File: config.mk
export PLATFORM = sky130hd
export DESIGN_NAME = alu
export DESIGN_NICKNAME = d
export VERILOG_FILES = /design/src/isa_pkg.sv /design/src/mem_pkg.sv /design/src/alu.sv
export SDC_FILE = /design/constraint.sdc
export NUM_CORES = 1
export LEC_CHECK = 0
export BUFFER_PORTS_ARGS = -buffer_cell sky130_fd_sc_hd__buf_2
export CAP_MARGIN = 0
export CORE_ASPECT_RATIO = 0.75
export CORE_MARGIN = 2
export CORE_UTILIZATION = 45
export DETAILED_ROUTE_END_ITERATION = 8
export MAX_ROUTING_LAYER = met4
export PLACE_DENSITY = 0.87
export SLEW_MARGIN = 20
export SYNTH_ARGS = -nofsm -noshare
export SYNTH_HDL_FRONTEND = slang
export SYNTH_SLANG_ARGS = --single-unit
export TNS_END_PERCENT = 100
File: constraint.sdc
create_clock -name vclk -period 9.4
set_input_delay 2.82 -clock vclk [all_inputs]
set_output_delay 2.82 -clock vclk [all_outputs]
set_load 0.005 [all_outputs]
File: src/isa_pkg.sv
package isa_pkg;

	// major opcode in the top five bits, implemented subset only
	typedef enum logic [4:0] {
		op_ld   = 5'd0,
		op_ldi  = 5'd1,
		op_st   = 5'd2,
		op_addi = 5'd12,
		op_andi = 5'd13,
		op_ori  = 5'd14,
		op_br   = 5'd19,
		op_jr   = 5'd20,
		op_jal  = 5'd21,
		op_in   = 5'd22,
		op_out  = 5'd23,
		op_nop  = 5'd26,
		op_halt = 5'd27
	} opcode_t;

	// condition code, carried in the low two bits of the rb field
	typedef enum logic [1:0] {
		br_zero     = 2'd0,
		br_nonzero  = 2'd1,
		br_positive = 2'd2,
		br_negative = 2'd3
	} br_cond_t;

	typedef enum logic [1:0] {
		alu_add    = 2'd0,
		alu_and    = 2'd1,
		alu_or     = 2'd2,
		alu_pass_b = 2'd3
	} alu_op_t;

	// memory, immediate, jump and i/o instructions
	typedef struct packed {
		opcode_t     op;
		logic [3:0]  ra;
		logic [3:0]  rb;
		logic [18:0] c;
	} imm_fmt_t;

	// conditional branch, rb field split into pad and condition
	typedef struct packed {
		opcode_t     op;
		logic [3:0]  ra;
		logic [1:0]  pad;
		br_cond_t    cond;
		logic [18:0] c;
	} br_fmt_t;

	typedef union packed {
		imm_fmt_t imm;
		br_fmt_t  br;
	} instr_t;

endpackage

File: src/mem_pkg.sv
package mem_pkg;

	// one memory and register word
	typedef logic [31:0] word_t;

	// direction of a bus transaction
	typedef enum logic {
		mem_read  = 1'b0,
		mem_write = 1'b1
	} mem_op_t;

endpackage

File: src/alu.sv
`timescale 1ns/10ps

module alu (
	input  isa_pkg::alu_op_t     op,
	input  mem_pkg::word_t       a,
	input  mem_pkg::word_t       b,
	input  isa_pkg::br_cond_t    cond,
	input  mem_pkg::word_t       test,
	output mem_pkg::word_t       result,
	output logic                 taken
);
	import isa_pkg::*;

	always_comb begin
		case (op)
			alu_add:
				result = a + b;
			alu_and:
				result = a & b;
			alu_or:
				result = a | b;
			// used for jumps and i/o moves
			default:
				result = b;
		endcase
	end

	// branch decision on the ra register value
	always_comb begin
		case (cond)
			br_zero:
				taken = (test == '0);
			br_nonzero:
				taken = (test != '0);
			// strictly positive, zero does not count
			br_positive:
				taken = !test[31] && (test != '0);
			default:
				taken = test[31];
		endcase
	end

endmodule

==> impl.org <==
** Setup path
- Data arrives at the worst endpoint at between 5000 and 6000 ps.
- Worst-path fanout max :: 5
- Critical path launch point type :: primary input
- STA puts the critical path data required time at roughly 6600 ps.
- The setup path with the least slack is of type primary input to output port.
- Element type at the critical path end :: output port

** Timing
- Measured against its own limit, the worst slew margin works out to roughly 36%.
- In the finished design, the share of the clock period the worst path needs comes to ~92%.
- Hold Fails Final Rpt :: 0
- Final number of max-transition violations :: 0
- In the post-route analysis, the smallest setup slack over all paths is approximately 740 ps.
- Setup violations remaining at the end of the flow were counted as 0.
- For the finished layout, the period the worst path requires is around 8700 ps.
- Slew @ Worst Pin :: roughly 950 ps
- Setup repair after global routing left no endpoint under its margin.
- Static timing analysis puts the maximum clock frequency at ~0.12 GHz.
- Total Negative Setup Slacks :: 0 ps

** Status
- The run finished with clean final reports.

** Die
- The floorplan step defined a die boundary enclosing between 7000 and 8000 um^2.
- I/O pins :: between 100 and 150
- The die is 101 um wide.
- The initial utilization of the core area, before any placement, comes to approximately 46%.
- In this run the vertical extent of the chip is roughly 77 um.
- FP Rows :: 26
- Placeable core region :: 6830 um^2

** Run
- Number of maximum-capacitance constraint violations :: 0

** Detailed routing
- Post-detailed-routing wire length :: between 8000 and 9000 um
- Initial drt markers :: 146
- In the routed design, unresolved DRC markers number 0.
- The final route contains ~3,400 vias.
- The pre-antenna-repair detailed-routing pass consisted of 4 iterations.
- Via-to-Cell Ratio :: approximately 5.6
- Dividing the detail-routed wire length by the instance count gives 14.2 um.
- Antenna violation net count after detailed routing :: 0

** Placement
- The wire-length estimate of the detail-placed layout is 7430 um.
- At the end of routability-driven placement, the weighted congestion stood at 0.901.
- In this run the tool buffered the top-level ports with roughly 130 buffer cells.
- At the placement stage, the worst setup path has a slack of 801 ps.
- Once placement completed, the tool counted placed cells totaling about 600.

** Layout
- In the finished design the tool counted flip-flops and latches totalling 0.
- The number of antenna diodes in the final layout is 0.
- # nets final :: 701
- Area growth from synthesis to layout :: 23.1%
- Of the cells placed in the final design, the portion with a size suffix greater than 1 is between 30% and 40%.
- For this run, the number of standard cells in the final layout without fillers is around 620.
- The layout has 0 clock buffers.
- Registers take 0 um^2.

** Clock network
- The number of setup buffers added after CTS is 0.
- Hold-fix buffer count after cts :: 0
- CTS resizes :: 0

** Logic synthesis
- Post-Synthesis Mean Instance Area :: between 7 and 8 um^2
- When the netlist entered floorplanning its net count stood at 577.
- Yosys printed 0 warnings.
- Summed over all instances, the cell type with the most area after synthesis is sky130_fd_sc_hd__ha_1.
- Register area share after synthesis :: 0%
- After technology mapping, the gate count stands at roughly 410.
- Cells taking the most area after synthesis :: sky130_fd_sc_hd__ha_1 (25%), sky130_fd_sc_hd__mux4_2 (18%), sky130_fd_sc_hd__inv_1 (11%)
- The synthesized netlist contains 47 unique library cells.
- Area share of the leading cell type in the synthesized netlist :: roughly 25%
- Netlist area before placement :: between 3000 and 4000 um^2

** Pwr
- Leakage power :: approximately 2.2 nW
- Net switching is between 40% and 50% of the power.
- After layout, the design draws a total of about 0.23 mW.
- Seq pwr share :: 0%
- Combinational logic is responsible for 100.0% of the overall power.
- For this design the ratio of total power to cell area is between 50 and 60 nW/um^2.
- Internal Dissipation :: roughly 0.11 mW
- Per report_power, the clock group accounts for 0% of the total.
- For this design the total switching power over the nets is ~0.11 mW.
- VDD sags by at most 0.0239 mV.

** Global route
- Pin count of the biggest net entering global routing :: 45
- Global-route wire length before repair :: 14,400 um
- The via count of the first global-routing pass is ~3,400.
- Antenna violations before repair :: 0
- For this run the aggregate overflow at the end of global routing stands at 0.
- Global routing used around 22% of the available tracks.

** Hold path
- The path with the worst hold slack has its endpoint at taken.
- Min-delay src :: cond[1]
- The worst hold path belongs to the class primary input to output port.
- The worst hold path passes through 3 cells.
[power groups by stage]
stage | combinational [mW] | sequential [mW] | clock [mW]
CTS | 0.228 | 0 | 0
global route | 0.253 | 0 | 0
finish | 0.227 | 0 | 0
global placement | 0.217 | 0 | 0
detailed placement | 0.227 | 0 | 0
floorplan | 0.152 | 0 | 0
[layout by cell type, fill, tap and decap left out, types with 2 or more instances in the layout]
master,netlist,final
sky130_fd_sc_hd__a211oi_1,4,4
sky130_fd_sc_hd__a21o_1,14,14
sky130_fd_sc_hd__a21oi_1,33,33
sky130_fd_sc_hd__a221o_1,4,4
sky130_fd_sc_hd__a31o_4,2,2
sky130_fd_sc_hd__a31oi_1,2,2
sky130_fd_sc_hd__a41oi_1,2,2
sky130_fd_sc_hd__and2_1,2,2
sky130_fd_sc_hd__and3_1,5,5
sky130_fd_sc_hd__and4_1,2,2
sky130_fd_sc_hd__buf_2,0,132
sky130_fd_sc_hd__ha_1,64,64
sky130_fd_sc_hd__inv_1,96,96
sky130_fd_sc_hd__mux2i_1,2,2
sky130_fd_sc_hd__mux4_2,25,25
sky130_fd_sc_hd__nand2_1,20,20
sky130_fd_sc_hd__nand2b_1,4,4
sky130_fd_sc_hd__nand3_1,7,7
sky130_fd_sc_hd__nand4_1,3,3
sky130_fd_sc_hd__nor2_1,17,17
sky130_fd_sc_hd__nor2b_1,4,4
sky130_fd_sc_hd__nor3_1,5,5
sky130_fd_sc_hd__nor4_1,10,10
sky130_fd_sc_hd__o211ai_1,2,2
sky130_fd_sc_hd__o21a_1,4,4
sky130_fd_sc_hd__o21ai_0,14,14
sky130_fd_sc_hd__o21ai_1,6,6
sky130_fd_sc_hd__o21bai_1,5,5
sky130_fd_sc_hd__xnor2_1,17,17
sky130_fd_sc_hd__xor2_1,10,10
[cells by family after synthesis]
group,count (synthesis),share of synthesized area [%]
buffers and inverters,107,12.7
AO/OA/AOI/OAI,104,22.2
AND/OR/NAND/NOR,81,13.1
adder cells (fa/ha/maj),65,25.9
multiplexers,28,18.7
XOR/XNOR,27,7.45
[worst max path at each step]
stage | from | to | slack [ps] | cells past startpoint
CTS | b[0] | result[24] | 780 | 14
floorplan | a[0] | result[24] | 1340 | 12
global placement | b[0] | result[24] | 920 | 14
detailed placement | b[0] | result[24] | 800 | 14
global route | b[0] | result[24] | 610 | 14
finish | b[0] | result[24] | 740 | 14
[synth_stat cells, types with 2 or more instances]
cell and count:
sky130_fd_sc_hd__a211oi_1 4, sky130_fd_sc_hd__a21o_1 14, sky130_fd_sc_hd__a21oi_1 33, sky130_fd_sc_hd__a221o_1 4, sky130_fd_sc_hd__a31o_4 2, sky130_fd_sc_hd__a31oi_1 2
sky130_fd_sc_hd__a41oi_1 2, sky130_fd_sc_hd__and2_1 2, sky130_fd_sc_hd__and3_1 5, sky130_fd_sc_hd__and4_1 2, sky130_fd_sc_hd__buf_1 2, sky130_fd_sc_hd__clkbuf_1 9
sky130_fd_sc_hd__ha_1 64, sky130_fd_sc_hd__inv_1 96, sky130_fd_sc_hd__mux2i_1 2, sky130_fd_sc_hd__mux4_2 25, sky130_fd_sc_hd__nand2_1 20, sky130_fd_sc_hd__nand2b_1 4
sky130_fd_sc_hd__nand3_1 7, sky130_fd_sc_hd__nand4_1 3, sky130_fd_sc_hd__nor2_1 17, sky130_fd_sc_hd__nor2b_1 4, sky130_fd_sc_hd__nor3_1 5, sky130_fd_sc_hd__nor4_1 10
sky130_fd_sc_hd__o211ai_1 2, sky130_fd_sc_hd__o21a_1 4, sky130_fd_sc_hd__o21ai_0 14, sky130_fd_sc_hd__o21ai_1 6, sky130_fd_sc_hd__o21bai_1 5, sky130_fd_sc_hd__xnor2_1 17
sky130_fd_sc_hd__xor2_1 10
[routing by layer]
layer / track usage [%] / part of all wire (%)
met1: 26.9 / 41
met2: 42.0 / 51
met3: 1.64 / 7.0
met4: 2.84 / 1.0
met5: - / 0
[critical path, stage by stage]
cell                      delay, ps
sky130_fd_sc_hd__buf_2          110
sky130_fd_sc_hd__ha_1           210
sky130_fd_sc_hd__inv_1           70
sky130_fd_sc_hd__fa_1           410
sky130_fd_sc_hd__nor2b_1        170
sky130_fd_sc_hd__o31a_1         230
sky130_fd_sc_hd__nor3_4          70
sky130_fd_sc_hd__o31ai_2        420
sky130_fd_sc_hd__a31o_4         260
sky130_fd_sc_hd__a31o_4         220
sky130_fd_sc_hd__a31oi_4        100
sky130_fd_sc_hd__xnor2_1        160
sky130_fd_sc_hd__mux4_2         450
sky130_fd_sc_hd__buf_2          140
[per-stage QoR]
| step | hold WS (ps) | utilization (%) | cell area, um^2 |
|---|---|---|---|
| 6_report | 5900 | 57.2 | 3910 |
| 5_1_grt | 5920 | 57.2 | 3910 |
| 4_1_cts | 5900 | 57.1 | 3900 |
| 3_5_place_dp | 5900 | 57.1 | 3900 |
| 3_3_place_gp | 5890 | 57.1 | 3900 |
| 2_1_floorplan | 5690 | - | 3170 |
[cell type report]
cell class | count | area, um^2
fill | 671 | 2930
inverter | 96 | 360
timing repair buffer | 133 | 668
multi-input combinational | 305 | 2770
tap | 84 | 105
Note: power is estimated with default switching activity, not from simulation.
