$ cat src/mem_pkg.sv
package mem_pkg;

	// one memory and register word
	typedef logic [31:0] word_t;

	// direction of a bus transaction
	typedef enum logic {
		mem_read  = 1'b0,
		mem_write = 1'b1
	} mem_op_t;

endpackage

$ cat src/reg_file.sv
`timescale 1ns/10ps

module reg_file (
	input  logic              clk,
	input  logic              rst_n,
	input  logic [3:0]        ra_addr,
	input  logic [3:0]        rb_addr,
	input  logic              we,
	input  logic [3:0]        wr_addr,
	input  mem_pkg::word_t    wr_data,
	output mem_pkg::word_t    ra_data,
	output mem_pkg::word_t    rb_data
);
	import mem_pkg::*;

	// r0 is an ordinary register here
	word_t regs [16];

	always_ff @(posedge clk) begin
		if (!rst_n) begin
			for (int i = 0; i < 16; i++)
				regs[i] <= '0;
		end else if (we) begin
			regs[wr_addr] <= wr_data;
		end
	end

	// asynchronous read ports
	assign ra_data = regs[ra_addr];
	assign rb_data = regs[rb_addr];

endmodule

$ cat config.mk
export PLATFORM = sky130hd
export DESIGN_NAME = reg_file
export DESIGN_NICKNAME = d
export VERILOG_FILES = /design/src/mem_pkg.sv /design/src/reg_file.sv
export SDC_FILE = /design/constraint.sdc
export NUM_CORES = 1
export LEC_CHECK = 0
export BUFFER_PORTS_ARGS = -buffer_cell sky130_fd_sc_hd__buf_2
export CAP_MARGIN = 20
export CORE_MARGIN = 2
export CORE_UTILIZATION = 40
export CTS_BUF_LIST = sky130_fd_sc_hd__clkbuf_16
export DETAILED_ROUTE_END_ITERATION = 16
export GPL_TIMING_DRIVEN = 1
export PLACE_DENSITY_LB_ADDON = 0.1
export SYNTH_ARGS = -nofsm -noshare
export SYNTH_HDL_FRONTEND = slang
export SYNTH_SLANG_ARGS = --single-unit
$ cat constraint.sdc
create_clock -name clk -period 3.9 [get_ports clk]
set_input_delay 0.195 -clock clk [delete_from_list [all_inputs] [get_ports clk]]
set_output_delay 0.195 -clock clk [all_outputs]
set_load 0.01 [all_outputs]
==> metrics.md, run 1 <==
| Metric | Value |
|---|---|
| Leakage power | `10.5 nW` |
| Hold bufs inserted after CTS | `0` |
| DRC violation total after the first TritonRoute iteration | `1693` |
| Total negative setup slack | `0 ps` |
| GP Congestion | `0.782` |
| Highest clock rate | `395 MHz` |
| Number of cells on the worst hold path | `2` |
| Area growth from synthesis to layout | `14.1%` |
| Data required time of the critical path | `3700 ps` |
| Registers with the most flip-flops | `regs x512` |
| Netlist area before placement | `26500 um^2` |
| Maximum number of pins on one net before global-route repair | `63` |
| Post-synthesis sequential element count | `512` |
| Remaining DRCs | `0` |
| # resized after CTS | `0` |
| Number of global-route vias before repair | `16.7k` |
| Critical path buffers and inverters | `3` |
| Areal power density over the cells | `438 nW/um^2` |
| CORE AREA | `65700 um^2` |
| Post-Syn Instances | `1687` |
| Tightest Pin Transition | `1150 ps` |
| Die extent in x | `262 um` |
| Residual antenna-violating net count after detailed routing | `0` |
| Synthesized area divided by synthesized cell count | `15.7 um^2` |
| Hold Fails Final Rpt | `0` |
| Largest buffer count on any clock path | `3` |
| Crit-path leading delay family | `buffers and inverters` |
| Global-route congestion overflow total | `0` |
| Core Util, Final | `0.461` |
| Count of buffers from port buffering | `110` |
| FP Rows | `94` |
| Max IR drop VDD | `0.000316 V` |
| Initial core utilization | `0.404` |
| Fin. max-slew vios | `0` |
| Number of vias in the routed layout | `15.8k` |
| Setup repair after global routing missed its margin | `false` |
| Height of the die | `262 um` |
| Result of the run | `complete, no violations` |
| Sequence of cells on the critical path | `buf_8, buf_4, mux4_2, a22oi_1, nand2_1, buf_2` |
| YS warnings | `0` |
| CTS H-Tree Depth | `2` |
| Average routed wire per standard cell | `31.3 um` |
| Setup crit start kind | `primary input` |
| Worst setup EP type | `primary output` |
| Sequential area share after synthesis | `0.580` |
| Total length of routed wires | `83700 um` |
| Total Die Area | `68400 um^2` |
| Number of vias per cell | `5.93` |
| Number of unique standard cell types used by synthesis | `17` |
| Top-level port count | `111` |
| Most flop-heavy register | `regs` |
| Global-route usage over all layers | `0.251` |
| Mapped Nets | `1734` |
| Global-route wire length before repair | `122000 um` |
| Clock Root Buffer | `sky130_fd_sc_hd__clkbuf_16` |
| Max stage delay on crit path | `550 ps` |
| Part of the cycle the worst path needs | `0.649` |
| Final net count | `1804` |
| Flip-flop count of the largest register, all copies and words added | `512` |
| Clock tree from TritonCTS | `done` |
| Terminating pin of the worst hold path | `regs[13][12]` |
| Class of the tightest hold or removal check | `primary input to flop` |
| Antenna violations before repair | `7` |
| Share of post-route cells with drive strength above 1 | `0.303` |
| Setup violation total in the final timing report | `0` |
| Number of buffers added by the clock tree synthesis step | `58` |
| MaxCap Viol Count | `0` |
| Number of setup buffers added after CTS | `0` |
| Drt pass-1 iters | `5` |
| Arrival time at the worst endpoint | `2330 ps` |
| Clock Sink Count | `512` |
| CP max-delay cell | `sky130_fd_sc_hd__mux4_2` |
| Post-layout minimum cycle time | `2530 ps` |
| Normalized max-slew margin | `0.230` |
| Post-CTS clock slew at the launch and capture registers of the worst setup and hold paths | `60 ps` |
| Top fanout value on the critical path | `51` |
| HPWL reported at the end of detailed placement | `49200 um` |
| Commonest cells after routing, fill and taps aside | `512 x sky130_fd_sc_hd__and2_1, 512 x sky130_fd_sc_hd__edfxtp_1, 256 x sky130_fd_sc_hd__mux4_2` |
| Worst setup path class | `primary input to primary output` |
| Worst Min Path Start | `wr_data[12]` |
[power breakdown]
| part | total, W | switching (W) | internal, W |
|---|---|---|---|
| combinational | 0.00158 | 0.000890 | 0.000687 |
| sequential | 0.00653 | 0.000151 | 0.00637 |
| clock | 0.00517 | 0.00226 | 0.00291 |
| total | 0.0133 | 0.00330 | 0.00997 |
[how the worst max path moves through the flow]
stage / from / slack [ps] / end / cells past startpoint
after floorplan: rst_n / 490 / regs[5][0] / 3
after global placement: ra_addr[0] / 1310 / ra_data[7] / 6
after detailed placement: ra_addr[0] / 1330 / ra_data[7] / 6
after CTS: ra_addr[0] / 1330 / ra_data[7] / 6
after global routing: ra_addr[0] / 1150 / ra_data[5] / 6
final: ra_addr[0] / 1370 / ra_data[5] / 6
[layout make-up]
type | instances | area (um^2)
antenna | 4 | 10.0
clock buffer | 59 | 1480
clock inverter | 49 | 280
fill | 5666 | 35500
multi-input combinational | 1007 | 10700
sequential | 512 | 15400
tap | 864 | 1080
timing repair buffer | 178 | 1310
[cell usage after synthesis (all sizes together)]
library cell / count / area share
nor3: 4 / 0.0015
a22oi: 128 / 0.036
nand2b: 6 / 0.0014
clkbuf: 121 / 0.017
nand4b: 2 / 0.00066
nand2: 65 / 0.0092
nor2b: 4 / 0.00094
o21ai: 12 / 0.0023
nand4: 1 / 0.00024
nand4bb: 1 / 0.00042
edfxtp: 512 / 0.58
buf: 47 / 0.010
nor2: 14 / 0.0020
mux4: 256 / 0.22
and2: 514 / 0.12
[per-stage QoR]
step / total power (W) / worst slack [ps] / area, um^2 / hold slack [ps] / std cells
after global placement: 0.00820 / 1310 / 28500 / 672 / 2559
after detailed placement: 0.00823 / 1330 / 28500 / 678 / 2560
after floorplan: 0.00756 / 490 / 26500 / 393 / 1687
after global routing: 0.0137 / 1150 / 30300 / 43.0 / 2671
final: 0.0133 / 1370 / 30300 / 39.2 / 2673
after CTS: 0.0134 / 1330 / 30200 / 12.2 / 2668
[kinds of logic after synthesis]
| group | after synthesis | share of synthesized area |
|---|---|---|
| compound gates | 140 | 0.0385 |
| buf+inv | 168 | 0.0271 |
| flops | 512 | 0.580 |
| simple gates | 611 | 0.138 |
| mux | 256 | 0.217 |
[metal layers]
layer / part of all wire / up-vias / track usage
met5: 0 / - / 0
met2: 0.49 / 613 / 0.418
met1: 0.42 / 8430 / 0.351
met4: 0.024 / 0 / 0.0682
met3: 0.063 / 116 / 0.0314
li1: - / 6685 / -
Note: power is estimated with default switching activity, not from simulation.
==> run 2, diff against run 1 <==
- clock period: 3.9 -> 2.5 ns (I/O delays scaled with it)
==> metrics.md, run 2 (synthesis gave the netlist of run 1 again) <==
| Metric | Value |
|---|---|
| Switching power | `0.00529 W (was 0.00330 W)` |
| Leakage power | `11.0 nW (was 10.5 nW)` |
| Total Die Area | `68400 um^2 (unchanged)` |
| Clock Root Buffer | `sky130_fd_sc_hd__clkbuf_16 (unchanged)` |
| Cell area after placement | `29100 um^2 (was 28500 um^2)` |
| Max IR drop VDD | `0.000553 V (was 0.000316 V)` |
| Area growth from synthesis to layout | `17.8% (was 14.1%)` |
| Average routed wire per standard cell | `31.7 um (was 31.3 um)` |
| Clock Sink Count | `512 (unchanged)` |
| Share of power burned in registers | `0.481 (was 0.492)` |
| Setup crit start kind | `flop (was primary input)` |
| Height of the die | `262 um (unchanged)` |
| FP Rows | `94 (unchanged)` |
| Number of vias in the routed layout | `16.4k (was 15.8k)` |
| Drt pass-1 iters | `5 (unchanged)` |
| Number of global-route vias before repair | `17.3k (was 16.7k)` |
| Global-route congestion overflow total | `0 (unchanged)` |
| Filler Cells Inserted | `5616 (was 5666)` |
| Area occupied by multi-input gates | `10700 um^2 (unchanged)` |
| Proportion of power drawn by the clock network | `0.396 (was 0.389)` |
| Antenna violations before repair | `2 (was 7)` |
| Core Util, Final | `0.475 (was 0.461)` |
| Number of vias per cell | `5.95 (was 5.93)` |
| Commonest cells after routing, fill and taps aside | `512 x sky130_fd_sc_hd__and2_1, 512 x sky130_fd_sc_hd__edfxtp_1, 256 x sky130_fd_sc_hd__mux4_2 (unchanged)` |
| Most flop-heavy register | `regs (unchanged)` |
| Die extent in x | `262 um (unchanged)` |
| Setup repair after global routing missed its margin | `false (unchanged)` |
| DRC violation total after the first TritonRoute iteration | `1725 (was 1693)` |
| Worst setup path class | `flop to primary output (was primary input to primary output)` |
| CP max-delay cell | `sky130_fd_sc_hd__mux4_2 (unchanged)` |
| GP Congestion | `0.782 (about the same)` |
| MaxCap Viol Count | `0 (unchanged)` |
| Data required time of the critical path | `2380 ps (was 3700 ps)` |
| Total length of routed wires | `87300 um (was 83700 um)` |
| Class of the tightest hold or removal check | `primary input to flop (unchanged)` |
| Remaining DRCs | `0 (unchanged)` |
| Setup violation total in the final timing report | `0 (unchanged)` |
| Sequential standard cell area | `15400 um^2 (unchanged)` |
| Internal power contribution | `0.0159 W (was 0.00997 W)` |
| Largest buffer count on any clock path | `3 (unchanged)` |
| Tightest Pin Transition | `688 ps (was 1150 ps)` |
| CTS H-Tree Depth | `2 (unchanged)` |
| Final Power | `0.0212 W (was 0.0133 W)` |
| Result of the run | `complete, no violations (unchanged)` |
| Initial core utilization | `0.404 (unchanged)` |
| Registers with the most flip-flops | `regs x512 (unchanged)` |
| Clock tree from TritonCTS | `done (unchanged)` |
| Worst setup EP type | `primary output (unchanged)` |
| Final design instance area without fill | `31200 um^2 (was 30300 um^2)` |
| HPWL reported at the end of detailed placement | `50500 um (was 49200 um)` |
| Hold Fails Final Rpt | `0 (unchanged)` |
| Critical path buffers and inverters | `1 (was 3)` |
| Global-route usage over all layers | `0.262 (was 0.251)` |
| Post-layout minimum cycle time | `2310 ps` |
| Crit-path leading delay family | `multiplexers (was buffers and inverters)` |
| Normalized max-slew margin | `0.542 (was 0.230)` |
| Arrival time at the worst endpoint | `2180 ps (was 2330 ps)` |
| Share of post-route cells with drive strength above 1 | `0.317 (was 0.303)` |
| Top fanout value on the critical path | `2 (was 51)` |
| Post-CTS clock slew at the launch and capture registers of the worst setup and hold paths | `60 ps (about the same)` |
| CORE AREA | `65700 um^2 (unchanged)` |
| Part of the cycle the worst path needs | `0.922` |
| Logic pwr share | `0.123 (was 0.119)` |
| Flip-flop count of the largest register, all copies and words added | `512 (unchanged)` |
| Highest clock rate | `434 MHz` |
| Areal power density over the cells | `678 nW/um^2 (was 438 nW/um^2)` |
| Number of buffers added by the clock tree synthesis step | `59 (was 58)` |
| Count of buffers from port buffering | `110 (unchanged)` |
| Sequence of cells on the critical path | `mux4_2, a22oi_1, nand2_1, buf_2 (was buf_8, buf_4, mux4_2, a22oi_1, nand2_1, buf_2)` |
| Global-route wire length before repair | `126000 um (was 122000 um)` |
| Switching portion of total power | `0.249 (about the same)` |
| Final net count | `1884 (was 1804)` |
| Residual antenna-violating net count after detailed routing | `0 (unchanged)` |
| Top-level port count | `111 (unchanged)` |
| Maximum number of pins on one net before global-route repair | `33 (was 63)` |
| Fin. max-slew vios | `0 (unchanged)` |
| Max stage delay on crit path | `460 ps (was 550 ps)` |
## run 2: routing by layer
layer  global-route usage  part of all wire
met1                0.361              0.42
met2                0.427              0.48
met3               0.0392             0.071
met4               0.0879             0.031
met5                    0           0.00013
## run 2: stage by stage
stage / hold WS (ps) / setup TNS (ps) / std cells / setup slack [ps]
after floorplan: 323 / -238040 / 1687 / -840
after global placement: 590 / 0 / 2609 / 448
after detailed placement: 590 / 0 / 2609 / 411
after CTS: 3.17 / 0 / 2747 / 133
after global routing: 30.4 / 0 / 2748 / 126
final: 28.8 / 0 / 2751 / 195
## run 2: final timing paths
check,from,endpoint,slack [ps],depth (start not counted)
worst min-delay path,wr_data[21],regs[8][21],30,2
worst max-delay path,regs[8][21],rb_data[21],190,4
## run 2: final cells by class
cell class                 instances  share of cell area
antenna                            3            0.000240
clock buffer                      61              0.0489
clock inverter                    47              0.0100
multi-input combinational       1007               0.344
tap                              864              0.0346
sequential                       512               0.492
timing repair buffer             257              0.0704
## run 2: what timing repair did
item / 4_1_cts / 5_1_grt
buffers inserted: 0 / 0
setup endpoints to repair: 0 / 0
resized for setup: 0 / 0
hold buffers: 30 / 0
endpoints found under the hold margin: 445 / 0
## run 2: power by group through the flow
stage          Combinational [W]  Clock [W]  Sequential [W]
6_report                 0.00260    0.00840          0.0102
5_1_grt                  0.00275    0.00887          0.0102
4_1_cts                  0.00262    0.00852          0.0102
3_5_place_dp             0.00258          0          0.0104
3_3_place_gp             0.00258          0          0.0103
2_1_floorplan            0.00151          0          0.0103
