File: src/isa_pkg.sv
package isa_pkg;

	// major opcode in the top five bits, implemented subset only
	typedef enum logic [4:0] {
		op_ld   = 5'd0,
		op_ldi  = 5'd1,
		op_st   = 5'd2,
		op_addi = 5'd12,
		op_andi = 5'd13,
		op_ori  = 5'd14,
		op_br   = 5'd19,
		op_jr   = 5'd20,
		op_jal  = 5'd21,
		op_in   = 5'd22,
		op_out  = 5'd23,
		op_nop  = 5'd26,
		op_halt = 5'd27
	} opcode_t;

	// condition code, carried in the low two bits of the rb field
	typedef enum logic [1:0] {
		br_zero     = 2'd0,
		br_nonzero  = 2'd1,
		br_positive = 2'd2,
		br_negative = 2'd3
	} br_cond_t;

	typedef enum logic [1:0] {
		alu_add    = 2'd0,
		alu_and    = 2'd1,
		alu_or     = 2'd2,
		alu_pass_b = 2'd3
	} alu_op_t;

	// memory, immediate, jump and i/o instructions
	typedef struct packed {
		opcode_t     op;
		logic [3:0]  ra;
		logic [3:0]  rb;
		logic [18:0] c;
	} imm_fmt_t;

	// conditional branch, rb field split into pad and condition
	typedef struct packed {
		opcode_t     op;
		logic [3:0]  ra;
		logic [1:0]  pad;
		br_cond_t    cond;
		logic [18:0] c;
	} br_fmt_t;

	typedef union packed {
		imm_fmt_t imm;
		br_fmt_t  br;
	} instr_t;

endpackage

File: src/mem_pkg.sv
package mem_pkg;

	// one memory and register word
	typedef logic [31:0] word_t;

	// direction of a bus transaction
	typedef enum logic {
		mem_read  = 1'b0,
		mem_write = 1'b1
	} mem_op_t;

endpackage

File: src/control_unit.sv
`timescale 1ns/10ps

module control_unit #(
	parameter int ADDR_W   = 9,
	parameter int RESET_PC = 0
) (
	input  logic                 clk,
	input  logic                 rst_n,
	input  logic                 run,
	input  mem_pkg::word_t       in_data,
	input  logic                 mem_ack,
	input  mem_pkg::word_t       mem_rdata,
	input  mem_pkg::word_t       ra_data,
	input  mem_pkg::word_t       rb_data,
	input  mem_pkg::word_t       result,
	input  logic                 taken,
	input  logic                 host_req,
	input  mem_pkg::mem_op_t     host_op,
	input  logic [ADDR_W-1:0]    host_addr,
	input  mem_pkg::word_t       host_wdata,
	output logic                 mem_req,
	output mem_pkg::mem_op_t     mem_op,
	output logic [ADDR_W-1:0]    mem_addr,
	output mem_pkg::word_t       mem_wdata,
	output logic [3:0]           ra_addr,
	output logic [3:0]           rb_addr,
	output logic                 we,
	output logic [3:0]           wr_addr,
	output mem_pkg::word_t       wr_data,
	output isa_pkg::alu_op_t     alu_op,
	output mem_pkg::word_t       alu_a,
	output mem_pkg::word_t       alu_b,
	output isa_pkg::br_cond_t    cond,
	output mem_pkg::word_t       test,
	output logic                 host_ack,
	output mem_pkg::word_t       host_rdata,
	output logic                 halted,
	output mem_pkg::word_t       out_data,
	output logic                 out_strobe
);
	import isa_pkg::*;
	import mem_pkg::*;

	typedef enum logic [3:0] {
		s_idle,
		s_start,
		s_fetch_req,
		s_fetch_wait,
		s_fetch_rel,
		s_exec,
		s_data_req,
		s_data_wait,
		s_data_rel,
		s_wb,
		s_halt
	} state_t;

	state_t            state;
	logic [ADDR_W-1:0] pc;
	instr_t            ir;
	// alu result captured in execute, address or value
	word_t             res_q;
	logic              taken_q;
	// load data captured from the bus
	word_t             md_q;

	opcode_t           op;
	word_t             c_ext;
	word_t             base;
	logic [ADDR_W-1:0] pc_inc;
	logic              host_own;

	assign op = ir.imm.op;
	// 19-bit constant, sign extended
	assign c_ext = {{13{ir.imm.c[18]}}, ir.imm.c};
	// rb field of 0 selects a zero base, not r0
	assign base = (ir.imm.rb == 4'd0) ? '0 : rb_data;
	assign pc_inc = pc + 1'b1;
	// host owns the bus whenever no program is running
	assign host_own = (state == s_idle) || (state == s_halt);

	assign ra_addr = ir.imm.ra;
	assign rb_addr = ir.imm.rb;
	// branch view of the same word
	assign cond = ir.br.cond;
	assign test = ra_data;
	assign halted = (state == s_halt);

	// bus master, host pass-through when idle or halted
	always_comb begin
		mem_req = 1'b0;
		mem_op = mem_read;
		mem_addr = pc;
		mem_wdata = '0;
		host_ack = 1'b0;
		host_rdata = '0;
		if (host_own) begin
			mem_req = host_req;
			mem_op = host_op;
			mem_addr = host_addr;
			mem_wdata = host_wdata;
			host_ack = mem_ack;
			host_rdata = mem_rdata;
		end else if (state == s_fetch_req || state == s_fetch_wait) begin
			mem_req = 1'b1;
		end else if (state == s_data_req || state == s_data_wait) begin
			mem_req = 1'b1;
			mem_op = (op == op_st) ? mem_write : mem_read;
			mem_addr = res_q[ADDR_W-1:0];
			mem_wdata = ra_data;
		end
	end

	// operand select per opcode
	always_comb begin
		alu_op = alu_add;
		alu_a = c_ext;
		alu_b = c_ext;
		case (op)
			op_ld, op_ldi, op_st:
				alu_b = base;
			op_addi:
				alu_a = rb_data;
			op_andi: begin
				alu_op = alu_and;
				alu_a = rb_data;
			end
			op_ori: begin
				alu_op = alu_or;
				alu_a = rb_data;
			end
			// branch target pc+1+c
			op_br:
				alu_a = {{(32-ADDR_W){1'b0}}, pc_inc};
			op_jr, op_jal, op_out: begin
				alu_op = alu_pass_b;
				alu_b = ra_data;
			end
			// input port sampled here in execute
			op_in: begin
				alu_op = alu_pass_b;
				alu_b = in_data;
			end
			default:
				alu_op = alu_add;
		endcase
	end

	// register writeback
	always_comb begin
		we = 1'b0;
		wr_addr = ir.imm.ra;
		wr_data = res_q;
		if (state == s_wb) begin
			case (op)
				op_ldi, op_addi, op_andi, op_ori, op_in:
					we = 1'b1;
				op_ld: begin
					we = 1'b1;
					wr_data = md_q;
				end
				// link register is the rb field
				op_jal: begin
					we = 1'b1;
					wr_addr = ir.imm.rb;
					wr_data = {{(32-ADDR_W){1'b0}}, pc_inc};
				end
				default:
					we = 1'b0;
			endcase
		end
	end

	always_ff @(posedge clk) begin
		if (state == s_fetch_wait && mem_ack)
			ir <= instr_t'(mem_rdata);
		if (state == s_data_wait && mem_ack)
			md_q <= mem_rdata;
		if (state == s_exec) begin
			res_q <= result;
			taken_q <= taken;
		end
	end

	always_ff @(posedge clk) begin
		if (!rst_n) begin
			state <= s_idle;
			pc <= ADDR_W'(RESET_PC);
			out_data <= '0;
			out_strobe <= 1'b0;
		end else begin
			out_strobe <= 1'b0;
			case (state)
				s_idle: begin
					if (run) begin
						pc <= ADDR_W'(RESET_PC);
						state <= s_start;
					end
				end
				// let any cut host transaction finish its release
				s_start:
					if (!mem_ack)
						state <= s_fetch_req;
				s_fetch_req:
					state <= s_fetch_wait;
				s_fetch_wait:
					if (mem_ack)
						state <= s_fetch_rel;
				s_fetch_rel:
					if (!mem_ack)
						state <= s_exec;
				s_exec: begin
					if (op == op_halt)
						state <= s_halt;
					else if (op == op_ld || op == op_st)
						state <= s_data_req;
					else
						state <= s_wb;
				end
				s_data_req:
					state <= s_data_wait;
				s_data_wait:
					if (mem_ack)
						state <= s_data_rel;
				s_data_rel:
					if (!mem_ack)
						state <= s_wb;
				s_wb: begin
					if ((op == op_br && taken_q) || op == op_jr || op == op_jal)
						pc <= res_q[ADDR_W-1:0];
					else
						pc <= pc_inc;
					if (op == op_out) begin
						out_data <= res_q;
						out_strobe <= 1'b1;
					end
					// run dropped mid program, stop between instructions
					state <= run ? s_fetch_req : s_idle;
				end
				s_halt:
					if (!run)
						state <= s_idle;
				default:
					state <= s_idle;
			endcase
		end
	end

endmodule

File: config.mk
export PLATFORM = sky130hd
export DESIGN_NAME = control_unit
export DESIGN_NICKNAME = d
export VERILOG_FILES = /design/src/isa_pkg.sv /design/src/mem_pkg.sv /design/src/control_unit.sv
export SDC_FILE = /design/constraint.sdc
export NUM_CORES = 1
export LEC_CHECK = 0
export BUFFER_PORTS_ARGS = -buffer_cell sky130_fd_sc_hd__buf_2
export CAP_MARGIN = 20
export CORE_AREA = 8 8 172 174
export DETAILED_ROUTE_END_ITERATION = 8
export DIE_AREA = 0 0 180 182
export PLACE_DENSITY = 0.62
export SYNTH_ARGS = -nofsm -noshare
export SYNTH_HDL_FRONTEND = slang
export SYNTH_SLANG_ARGS = --single-unit
File: constraint.sdc
create_clock -name clk -period 4.66 [get_ports clk]
set_input_delay 0.932 -clock clk [delete_from_list [all_inputs] [get_ports clk]]
set_output_delay 0.932 -clock clk [all_outputs]
set_load 0.02 [all_outputs]
==> flow_summary.ini, run 1 <==
[cts]
cts-resized-gates = 0
clock-sinks = 143
cts_buffers = 17
htree_levels = 4
clkLatencyLatePin_ps = 420
post-cts-setup-buffers = 0
cts_tree = yes
cts_root_buffer = clkbuf_16
clk_pin_slew_ps = 60
cts_max_path_buffers = 2
hold_buffers = 0

[timing]
setup_viol = 0
finalCriticalPeriod_ps = 3860
grt_setup_unrepaired = no
worst_pin_slew_ps = 1020
slew_violations = 0
tns_ps = 0
timing.slew.headroom_pct = 32.1
hold_viol_final = 0
fin_skew_ps = 21.6
layout_worst_path_cycle_share_pct = 82.7
max_freq_mhz = 259

[setup_path]
crit_slowest_cell = and3_1
arrival_ps = 2920
path_buf_inv = 2
end_kind = output port
critical_path_class = register to output port
slowest_delay_ps = 860
crit_required_ps = 3730
crit_path_start_kind = register
cp_top_family = simple AND/OR/NAND/NOR gates
crit_fanout = 19
crit_chain = a21oi_1, and3_1, buf_4, a21o_1, buf_2

[global_route]
grt_pass1_vias = 8298
antenna_found_initial = 10
gr-total-overflow = 0
grt_usage_pct = 23.3
grt_max_degree = 66
grt_first_pass_wirelength_um = 57400

[pwr]
p_int_mw = 2.47
clockPowerShare_pct = 36.7
combPwrFrac_pct = 25.8
power.switching_mw = 1.25
finalPower_mw = 3.72
swShare_pct = 33.6
p_leak_nw = 4.87
peakVddDrop_uv = 218
p_seq_share_pct = 37.5
p_per_area_nw_per_um2 = 342

[yosys]
synth_top_area_share_pct = 36.8
syn_area_per_cell_um2 = 9.81
synthTopCellsByCount = 138 x nand2_1, 97 x edfxtp_1, 64 x a22o_1
synth_seq_cells = 143
synth.area.top_cells = edfxtp_1 37%, dfxtp_1 12%, a22o_1 7.1%
syn-num-nets = 1015
synth.most_common_cell = nand2_1
yosys_warnings = 0
synth_edf_count = 97
ys.flop_type = edfxtp_1
post_synth_instance_area_um2 = 7910
ys_async_sr_fraction_pct = 0
syn_inst = 806
synth.distinct_cells = 59
yosys.area.top_type = edfxtp_1
yosysSeqAreaShare_pct = 48.5

[routing]
drt_wl_total_um = 40200
drt-vias-per-instance = 5.36
drc_errors = 0
route.vias.total = 8332
ant_nets = 0
dr.pass1.iters = 5
drt_iter0_markers = 593
wl_per_cell_um = 25.8

[placement]
port_buffers = 462
dp_hpwl_um = 32000
gp_congestion = 0.921

[floorplan]
initial_core_util_pct = 29.7
dieWidth_um = 180
core-area_um2 = 26700
io_pins = 463
die_y_um = 182
num_rows = 60
dieArea_um2 = 32800

[run]
cap_viol_max_count = 0

[final_layout]
drive_above_1_share_pct = 44.2
nNetsFinal = 1405
seqCellArea_um2 = 3830
area_delta_synth_final_pct = 37.5
fill_cells = 2691
multiInputGateArea_um2 = 3500

[min_path]
worstHoldPathType = register to register

[run_status]
outcome = completed
==> state kept, by name, summed over array words and instances, names as in the netlist <==
signal,count
state,4
taken_q,1
ir,32
out_data,32
res_q,32
md_q,32
out_strobe,1
pc,9
==> worst reg2reg max path: cells and delay by family (launching register included) <==
family | cells | cell delay [ps]
AND/OR/NAND/NOR | 1 | 330
multiplexers | 1 | 410
AO/OA/AOI/OAI | 2 | 840
flip-flops | 1 | 630
==> power groups by stage <==
| stage | sequential, mW | clock [mW] | combinational (mW) |
|---|---|---|---|
| 6_report | 1.39 | 1.37 | 0.962 |
| 5_1_grt | 1.40 | 1.44 | 1.02 |
| 4_1_cts | 1.39 | 1.40 | 0.966 |
| 3_5_place_dp | 1.42 | 0 | 0.962 |
| 3_3_place_gp | 1.42 | 0 | 0.957 |
| 2_1_floorplan | 1.40 | 0 | 0.593 |
==> layer usage <==
metal / wire length (um) / share of wire [%] / up-vias / track usage, %
met4: 1310 / 3.3 / 2 / 8.54
met1: 16100 / 40 / 4045 / 28.0
met2: 19300 / 48 / 490 / 39.4
met3: 3400 / 8.5 / 69 / 6.11
met5: 13 / 0.032 / - / 0
li1: - / - / 3726 / -
==> layout by cell type, fill, tap and decap left out, types with 18 or more instances in the layout <==
master	n
a21oi_1	55
a221o_1	26
a22o_1	64
and2_1	37
buf_2	462
buf_4	18
dfxtp_1	46
edfxtp_1	97
mux2i_1	24
nand2_1	138
nor2_1	23
o21ai_0	26
==> through the flow <==
| stage | utilization (%) | setup slack (ps) | std cells | hold WS [ps] | instance area [um^2] |
|---|---|---|---|---|---|
| after global routing | 40.8 | 668 | 1552 | 465 | 10900 |
| after detailed placement | 38.4 | 1270 | 1516 | 441 | 10200 |
| after global placement | 38.4 | 1360 | 1516 | 436 | 10200 |
| after CTS | 40.6 | 821 | 1548 | 450 | 10800 |
| after floorplan | - | 1180 | 806 | 473 | 7910 |
| final | 40.8 | 804 | 1555 | 445 | 10900 |
==> cells by family (layout without fill, tap and decap cells) <==
| group | Yosys count | count (layout) | synth area share (%) |
|---|---|---|---|
| multiplexers | 30 | 30 | 3.89 |
| AO/OA/AOI/OAI | 246 | 246 | 23.0 |
| AND/OR/NAND/NOR | 265 | 265 | 16.2 |
| adder cells (fa/ha/maj) | 1 | 1 | 0.158 |
| other | 0 | 5 | 0 |
| flip-flops | 143 | 143 | 48.5 |
| XOR/XNOR | 2 | 2 | 0.222 |
| buffers and inverters | 119 | 522 | 8.09 |
==> final cells by class <==
type                            count  area share, %
Clock inverter                     15           1.50
Clock buffer                       17           3.91
Timing Repair Buffer              482           22.9
Multi-Input combinational cell    544           32.1
Sequential cell                   143           35.3
Antenna cell                        5          0.115
Tap cell                          341           3.92
Inverter                            8          0.276
==> path summary, 6_finish.rpt <==
path                                    from      endpoint  slack, ps  depth (start not counted)
worst min-delay path            out_data[11]  out_data[11]        440                          2
worst max register to register        ir[28]         pc[4]       2380                          4
worst max-delay path                  ir[28]     alu_a[18]        800                          5
worst min register to register  out_data[11]  out_data[11]        440                          2
Note: power is estimated with default switching activity, not from simulation.
==> run 2: changes to the inputs <==
--- a/config.mk
+++ b/config.mk
@@ -5,11 +5,12 @@
 export SDC_FILE = /design/constraint.sdc
 export NUM_CORES = 1
 export LEC_CHECK = 0
+export ABC_AREA = 1
 export BUFFER_PORTS_ARGS = -buffer_cell sky130_fd_sc_hd__buf_2
 export CAP_MARGIN = 20
-export CORE_AREA = 8 8 172 174
+export CORE_AREA = 8 8 174 176
 export DETAILED_ROUTE_END_ITERATION = 8
-export DIE_AREA = 0 0 180 182
+export DIE_AREA = 0 0 182 184
 export PLACE_DENSITY = 0.62
 export SYNTH_ARGS = -nofsm -noshare
 export SYNTH_HDL_FRONTEND = slang
==> constraint.sdc (replaced) <==
create_clock -name clk -period 3.3 [get_ports clk]
set_input_delay 0.66 -clock clk [delete_from_list [all_inputs] [get_ports clk]]
set_output_delay 0.66 -clock clk [all_outputs]
set_load 0.02 [all_outputs]
==> flow_summary.ini, run 2 <==
[timing]
grt_setup_unrepaired = no
timing.slew.headroom_pct = 50.8
hold_viol_final = 0
worst_pin_slew_ps = 738
tns_ps = 0
max_freq_mhz = 318
layout_worst_path_cycle_share_pct = 95.2
fin_skew_ps = 12.4
setup_viol = 0
slew_violations = 0
finalCriticalPeriod_ps = 3140
fin_ws_ps = 157
holdWs_ps = 411

[pwr]
peakVddDrop_uv = 316
p_leak_nw = 5.44
power.switching_mw = 2.34
combPwrFrac_pct = 33.7
p_seq_share_pct = 32.0
p_int_mw = 3.88
swShare_pct = 37.6
finalPower_mw = 6.22
clockPowerShare_pct = 34.3
p_per_area_nw_per_um2 = 561

[global_route]
grt_first_pass_wirelength_um = 57700
grt_usage_pct = 23.2
antenna_found_initial = 4
grt_max_degree = 65
grt_pass1_vias = 8728
gr-total-overflow = 0

[yosys]
yosys_warnings = 0
ys.flop_type = edfxtp_1
post_synth_instance_area_um2 = 8060
syn-num-nets = 1212
synth.most_common_cell = nand2_1
synth_seq_cells = 143
synth.distinct_cells = 31
ys_async_sr_fraction_pct = 0
synth_edf_count = 97
syn_inst = 1003
synth.area.top_cells = edfxtp_1 36%, dfxtp_1 11%, nand2_1 11%
synth_top_area_share_pct = 36.1
yosysSeqAreaShare_pct = 47.5
yosys.area.top_type = edfxtp_1
syn_area_per_cell_um2 = 8.04
synthTopCellsByCount = 232 x nand2_1, 109 x inv_1, 107 x o21ai_0

[final_layout]
drive_above_1_share_pct = 38.4
fin_cells = 1764
seqCellArea_um2 = 3830
postLayoutCellArea_um2 = 11100
nNetsFinal = 1612
final_common_cell = buf_2
multiInputGateArea_um2 = 3230
final_cell_mix = 462 x buf_2, 232 x nand2_1, 109 x inv_1, 107 x o21ai_0, 97 x edfxtp_1
final_util_pct = 40.3
fill_cells = 2910
area_delta_synth_final_pct = 37.3

[floorplan]
core-area_um2 = 27500
num_rows = 61
dieArea_um2 = 33500
dieWidth_um = 182
initial_core_util_pct = 29.3
die_y_um = 184
io_pins = 463

[setup_path]
critical_path_class = register to output port
crit_fanout = 33
end_kind = output port
reg2reg_depth = 4
arrival_ps = 2480
crit_path_start_kind = register
crit_required_ps = 2640
regToRegEndpoint = res_q[0]
r2r_start = state[1]
r2r_setup_slack_ps = 1360

[run_status]
outcome = completed

[min_path]
hp-start = result[25]
worstHoldPathType = input pin to register
holdPathEnd = res_q[25]
hold_depth = 1

[routing]
ant_nets = 0
drc_errors = 0
route.vias.total = 8970
drt-vias-per-instance = 5.09
dr.pass1.iters = 5
drt_wl_total_um = 40900
drt_iter0_markers = 768
wl_per_cell_um = 23.2

[placement]
port_buffers = 462
postPlaceCellArea_um2 = 10400
preCtsSetupSlack_ps = 548
gp_congestion = 0.906
dp_hpwl_um = 33300
placedCellCount = 1730

[cts]
clock-sinks = 143
cts_root_buffer = clkbuf_16
clkLatencyLatePin_ps = 420
post-cts-setup-buffers = 0
cts_buffers = 17
cts_tree = yes
cts_max_path_buffers = 2
htree_levels = 4
clk_pin_slew_ps = 70

[run]
cap_viol_max_count = 0
==> run 2: how the worst max path moves through the flow <==
stage,start,to,slack (ps),depth (start not counted)
after floorplan,state[1],state[0],690,8
after global placement,ir[31],alu_b[24],600,9
after detailed placement,ir[31],alu_b[28],550,9
after CTS,state[3],wr_data[2],90,8
after global routing,state[3],wr_data[11],30,8
final,state[2],mem_op,160,7
==> run 2: critical path, cell delays in order (launching register included) <==
cell and delay, ps:
dfxtp_1 390, nor2_1 320, nand2_1 140, inv_2 260, buf_4 380, o21ai_0 200
o31ai_1 110, buf_2 250
==> run 2: cells by family (layout without fill, tap and decap cells) <==
group | Yosys count | after routing | share of synthesized area (%)
buffers and inverters | 219 | 632 | 13.1
adders and majority gates | 1 | 1 | 0.155
xor gates and xnor gates | 2 | 2 | 0.217
DFF | 143 | 143 | 47.5
AOI/OAI and AO/OA | 244 | 244 | 18.2
and+or+nand+nor | 394 | 394 | 20.8
other | 0 | 2 | 0
==> run 2: routing by layer <==
| layer | track usage [%] | wire, um | up-vias |
|---|---|---|---|
| met4 | 6.00 | 869 | 4 |
| met2 | 38.7 | 19200 | 513 |
| met5 | 0 | 27 | - |
| met3 | 6.70 | 3800 | 60 |
| li1 | - | - | 4169 |
| met1 | 29.2 | 17000 | 4224 |
==> run 2: cell type report <==
class                   count  share of cell area [%]
diodes                      2                  0.0452
clock buffers              19                    4.09
clock inverters            13                    1.79
inverters                 120                    4.09
multi-input cells         641                    29.1
flip-flops and latches    143                    34.6
well taps                 346                    3.91
repair buffers            480                    22.3
==> run 2: power groups by stage <==
stage	logic (mW)	clock network, mW	registers, mW
6_report	2.10	2.13	1.99
5_1_grt	2.23	2.24	1.99
4_1_cts	2.10	2.17	1.99
3_5_place_dp	2.10	0	2.02
3_3_place_gp	2.09	0	2.02
2_1_floorplan	1.27	0	2.01
==> run 2: what timing repair did <==
item / 4_1_cts / 5_1_grt
gates resized for setup: 0 / 4
hold buffers: 0 / 0
setup endpoints to repair: 0 / 45
